### config.mk
export PLATFORM = sky130hd
export DESIGN_NAME = bitstream_merge_stage
export DESIGN_NICKNAME = d
export VERILOG_FILES = /design/src/hw/bitstream_pkg.sv /design/src/hw/bitstream_merge_stage.sv
export VERILOG_INCLUDE_DIRS = /design/src /design/src/hw
export SDC_FILE = /design/constraint.sdc
export NUM_CORES = 1
export LEC_CHECK = 0
export BUFFER_PORTS_ARGS = -buffer_cell sky130_fd_sc_hd__buf_2
export CAP_MARGIN = 20
export CORE_AREA = 3 3 294 296
export CTS_BUF_LIST = sky130_fd_sc_hd__clkbuf_8
export CTS_CLUSTER_SIZE = 10
export DETAILED_ROUTE_END_ITERATION = 7
export DIE_AREA = 0 0 297 299
export PLACE_DENSITY_LB_ADDON = 0.3
export REMOVE_ABC_BUFFERS = 1
export SETUP_SLACK_MARGIN = 0.02
export SLEW_MARGIN = 10
export SYNTH_ARGS = -nofsm -noshare
export SYNTH_HDL_FRONTEND = slang
export SYNTH_SLANG_ARGS = --single-unit
export TNS_END_PERCENT = 5
### constraint.sdc
create_clock -name clk -period 4.45 [get_ports clk]
set_input_delay 0.445 -clock clk [delete_from_list [all_inputs] [get_ports clk]]
set_output_delay 0.445 -clock clk [all_outputs]
set_load 0.01 [all_outputs]
### src/hw/flag_codec_config.svh
`ifndef FLAG_CODEC_CONFIG_SVH
`define FLAG_CODEC_CONFIG_SVH

// tile geometry, one tile is TILE_SIZE rows of TILE_SIZE flags
`define TILE_SIZE       8
`define FLAG_W          3
`define POS_W           3

// longest prefix code in the flag code table
`define MAX_CODE_W      5

// a raw row is two mode bits followed by eight longest codes
`define ROW_SEG_W       (2 + `TILE_SIZE * `MAX_CODE_W)
`define TILE_STREAM_W   (`ROW_SEG_W * `TILE_SIZE)

// enough for the worst case of 42 bytes
`define BYTE_CNT_W      6

// row encode, three merge levels and the output register
`define PIPE_LATENCY    5

`endif

### src/hw/bitstream_pkg.sv
`include "flag_codec_config.svh"

// variable length bit segments at each level of the merge tree
package bitstream_pkg;

    // a length field must hold the full width of its own bits field
    localparam int ROW_LEN_W  = $clog2(`ROW_SEG_W + 1);
    localparam int PAIR_LEN_W = ROW_LEN_W + 1;
    localparam int QUAD_LEN_W = PAIR_LEN_W + 1;
    localparam int TILE_LEN_W = QUAD_LEN_W + 1;

    typedef struct packed
    {
        logic [`ROW_SEG_W-1:0]      bits;
        logic [ROW_LEN_W-1:0]       len;
    } t_seg_row;

    typedef struct packed
    {
        logic [2*`ROW_SEG_W-1:0]    bits;
        logic [PAIR_LEN_W-1:0]      len;
    } t_seg_pair;

    typedef struct packed
    {
        logic [4*`ROW_SEG_W-1:0]    bits;
        logic [QUAD_LEN_W-1:0]      len;
    } t_seg_quad;

    typedef struct packed
    {
        logic [`TILE_STREAM_W-1:0]  bits;
        logic [TILE_LEN_W-1:0]      len;
    } t_seg_tile;

endpackage

### src/hw/bitstream_merge_stage.sv
`timescale 1ns/1ns

module bitstream_merge_stage
#(
    parameter type t_seg_in  = bitstream_pkg::t_seg_row,
    parameter type t_seg_out = bitstream_pkg::t_seg_pair,
    parameter int  N_OUT     = 4
)
(
    input  logic                        clk,
    input  logic                        rst_n,
    input  logic                        i_valid,
    input  t_seg_in  [2*N_OUT-1:0]      i_segs,
    output logic                        o_valid,
    output t_seg_out [N_OUT-1:0]        o_segs
);

    localparam int IN_BITS_W  = $bits(i_segs[0].bits);
    localparam int IN_LEN_W   = $bits(i_segs[0].len);
    localparam int OUT_BITS_W = $bits(o_segs[0].bits);
    localparam int OUT_LEN_W  = $bits(o_segs[0].len);

    t_seg_out [N_OUT-1:0] merged;

    // the even segment keeps the low bits, the odd one lands right above it
    always_comb
    begin
        for (int k = 0; k < N_OUT; k++)
        begin
            merged[k].bits = {{(OUT_BITS_W-IN_BITS_W){1'b0}}, i_segs[2*k].bits}
                           | ({{(OUT_BITS_W-IN_BITS_W){1'b0}}, i_segs[2*k+1].bits}
                              << i_segs[2*k].len);
            merged[k].len  = {{(OUT_LEN_W-IN_LEN_W){1'b0}}, i_segs[2*k].len}
                           + {{(OUT_LEN_W-IN_LEN_W){1'b0}}, i_segs[2*k+1].len};
        end
    end

    always_ff @(posedge clk)
    begin
        if (!rst_n)
        begin
            o_valid <= 1'b0;
        end
        else
        begin
            o_valid <= i_valid;
        end
    end

    always_ff @(posedge clk)
    begin
        o_segs <= merged;
    end

    for (genvar k = 0; k < N_OUT; k++)
    begin : g_len_check
        a_len_fits: assert property (@(posedge clk) disable iff (!rst_n)
            i_valid |-> (merged[k].len <= OUT_BITS_W))
            else $error("merge stage: merged length overflows segment %0d", k);
    end

endmodule

**Yosys cells after proc, flatten, opt, wreduce, memory -nomap -nowiden**

Index checks and enable logic that the tools add are counted.

- Register bits after elaboration: 365
- Logic and storage cells: 21

- $add $sub $neg: 4
- Shifts and indexed selects: 4
- Bitwise operators: 4

Operator list:

| cell | count |
|---|---|
| $or 42x84->84 | 4 |
| $shl 42x6->84 | 4 |
| $add 6x6->7 | 4 |

**Depth between registers and ports, before layout**

- Depth in word-level cells: 2
- Gate-level depth with buffers: 9

**Worst setup path after synthesis**

OpenSTA, ideal clock, no wires.

- Path type: input -> register
- From: input port i_segs[192] (netlist bit)
- To: register o_segs[245] (netlist bit)
- Setup time: 0.121 ns
- Arrival: 2.191 ns
- Data required time: 4.329 ns
- Path slack: 2.138 ns
- Stages on the path: 7
- Path buffers: 2
- Cells stage by stage: clkbuf_1 -> buf_4 -> mux4_2 -> mux2_2 -> a21oi_1 -> o22ai_1 -> mux2_2

RTL lines:

| item | line | RTL |
|---|---|---|
| from (decl) | bitstream_merge_stage.sv:13 | `input t_seg_in [2*N_OUT-1:0] i_segs,` |
| to (signal assigned) | bitstream_merge_stage.sv:52 | `o_segs <= merged;` |
| to (decl) | bitstream_merge_stage.sv:15 | `output t_seg_out [N_OUT-1:0] o_segs` |

==> flow_summary.ini <==
[outcome]
status = finished clean

[placement]
place.gp.congestion = 0.959
hpwl_um = 77100
port_buffers = 751
place_area_um2 = 27200

[cts]
clock_path_buffers = 3
cts_setup_buffers = 0
cts_max_level = 3
cts_tree = built
clock-sinks = 365
cts_root_buffer = clkbuf_8
cts.reportedPaths.clkPinSlew_ns = 0.06
cts_made_buffers = 70

[layout]
final_layout_size_suffix_gt1_share_pct = 40.2
multiInputGateArea_um2 = 14000
n_fill_cell = 8631
stdcell_area_um2 = 30500
ff_latch_area_um2 = 7310
area_delta_synth_final_pct = 35.5
utilization_pct = 36.4
nets = 3492

[grt]
grt_usage_pct = 21.7
grt_pass1_vias = 22708
grt_pass1_wl_um = 149000
overflow = 0
antenna_found_initial = 27
grt_max_degree = 64

[floorplanning]
die_w_um = 297
initial_utilization_pct = 26.8
dieArea_um2 = 88800
ioPinCount = 752
num_rows = 106
coreArea_um2 = 83800
fp.dieH_um = 299

[drt]
first_pass_iters = 6
postRouteAntennaNets = 0
drt-total-wl_um = 102000
drt_iter0_drc = 2216
drc_errors = 0
wl_per_cell_um = 23.8
via_per_inst = 5.41
vias = 23171

[sta]
max_slew_margin_pct = 25.8
hold_viol_final = 0
grt_setup_unrepaired = false
slew_viol_final = 0
whs_ns = 0.0765
finalCritPeriodShare_pct = 61.1
min_period_ns = 2.72
max_freq_mhz = 368
fin_setup_tns_ns = 0
worst_pin_slew_ns = 1.08
setup_viol = 0

[critical_path]
required_ns = 5.08
crit_fanout = 38
cp-start-kind = primary input
path_class = in2reg
arrival_ns = 3.35
end_kind = flop

[pwr]
finalPower_mw = 10.4
ir_drop_mv = 0.272
leakagePower_nw = 13.4
pwr_density_cell_nw_per_um2 = 342

[synth]
ys_seq_area_share_pct = 32.5
yosysWarningCount = 0
synth-async-reset-ratio_pct = 0
yosys.area.top_type_share_pct = 32.5
synth_flop_cell = dfxtp_1
yosys.cell_count.top_type = dfxtp_1
synth_area_per_cell_um2 = 10.2
syn_inst = 2203
ys_ff_latch = 365
synth_cell_types = 76
mappedNetlistArea_um2 = 22500
yosysTopAreaCell = dfxtp_1
synth-edff-count = 0
synth_common_cells = dfxtp_1 (365), mux4_2 (157), mux2i_1 (150), mux2_2 (148), nand2_1 (148)
synthTopCellsByArea = dfxtp_1 (32%), mux4_2 (16%), mux2_2 (7.4%)

[job]
max-cap-violations = 0

[min_path]
hold_class = in2reg
[layout by cell type (no fill, tap or decap), types with 11 or more instances in the layout]
master,Yosys,routed
o22a_1,16,16
buf_4,12,59
inv_1,56,67
o21bai_1,42,42
a21o_1,63,63
a21oi_1,122,122
diode_2,0,25
dlygate4sd3_1,0,173
a31oi_1,12,12
o2bb2ai_1,16,16
nor2_1,125,124
and2_1,11,11
mux2i_1,150,150
mux4_2,157,157
o21ai_0,119,119
nand2_1,148,148
ha_1,24,24
mux4_1,13,13
a2bb2oi_1,18,18
a211oi_1,37,37
mux2_2,148,148
clkbuf_8,0,87
o211ai_1,18,18
dfxtp_1,365,365
clkinv_2,0,12
nor3_1,33,33
o22ai_1,84,84
o21a_1,13,13
a22oi_1,13,13
nand3_1,16,16
buf_2,17,751
nand2b_1,13,13
o221ai_1,36,36
xnor2_1,12,12
[kinds of logic (layout without fill, tap and decap cells)]
group,Yosys count,in the layout,synth area share (%)
flip-flops,365,365,32.5
AND/OR/NAND/NOR,382,382,7.36
buffers and inverters,249,1171,5.19
adder cells (fa/ha/maj),28,28,1.69
XOR/XNOR,16,16,0.623
multiplexers,477,477,32.1
other,0,25,0
AO/OA/AOI/OAI,686,686,20.5
[area by class of cell]
cell class / count / area share, %
multi-input cells: 1589 / 46.0
diodes: 25 / 0.205
repair buffers: 986 / 19.6
flip-flops and latches: 365 / 24.0
clock inverters: 33 / 0.801
clock buffers: 87 / 3.93
well taps: 1134 / 4.66
inverters: 65 / 0.801
[per-stage QoR]
step                setup WS (ns)  std cells
floorplan                    1.87       2019
global placement             1.15       3965
detailed placement           1.19       3966
CTS                          1.98       4259
global route                 1.78       4284
finish                       1.73       4284
[flip-flops by register name (all words and copies together) (netlist names)]
| name | count |
|---|---|
| o_segs | 364 |
| o_valid | 1 |
[repair_timing]
action / in CTS / in global routing
endpoints found under the hold margin: 172 / 0
hold buffers: 173 / 0
endpoints found under the setup margin: 0 / 0
gates resized for setup: 0 / 0
[critical path, stage by stage]
cell,delay (ns)
buf_2,0.57
inv_1,0.08
buf_4,0.32
mux2i_1,0.33
a21o_1,0.34
a2111oi_0,0.98
or2_2,0.25
[routing by layer]
metal | track usage [%] | wire length (µm)
met5 | 0 | 0
met4 | 7.80 | 3320
met3 | 5.19 | 8640
met2 | 36.3 | 49200
met1 | 27.3 | 40700
[power by group]
group	leakage (nW)	internal, mW	switching [mW]
sequential	3.07	3.64	0.116
combinational	9.54	1.37	1.82
clock	0.792	1.94	1.56
[final timing paths]
path,from,depth (start not counted),to
setup / recovery,i_segs[2],7,o_segs[34]$_DFF_P_
hold / removal,i_segs[317],3,o_segs[303]$_DFF_P_
(Power assumes the default switching activity.)
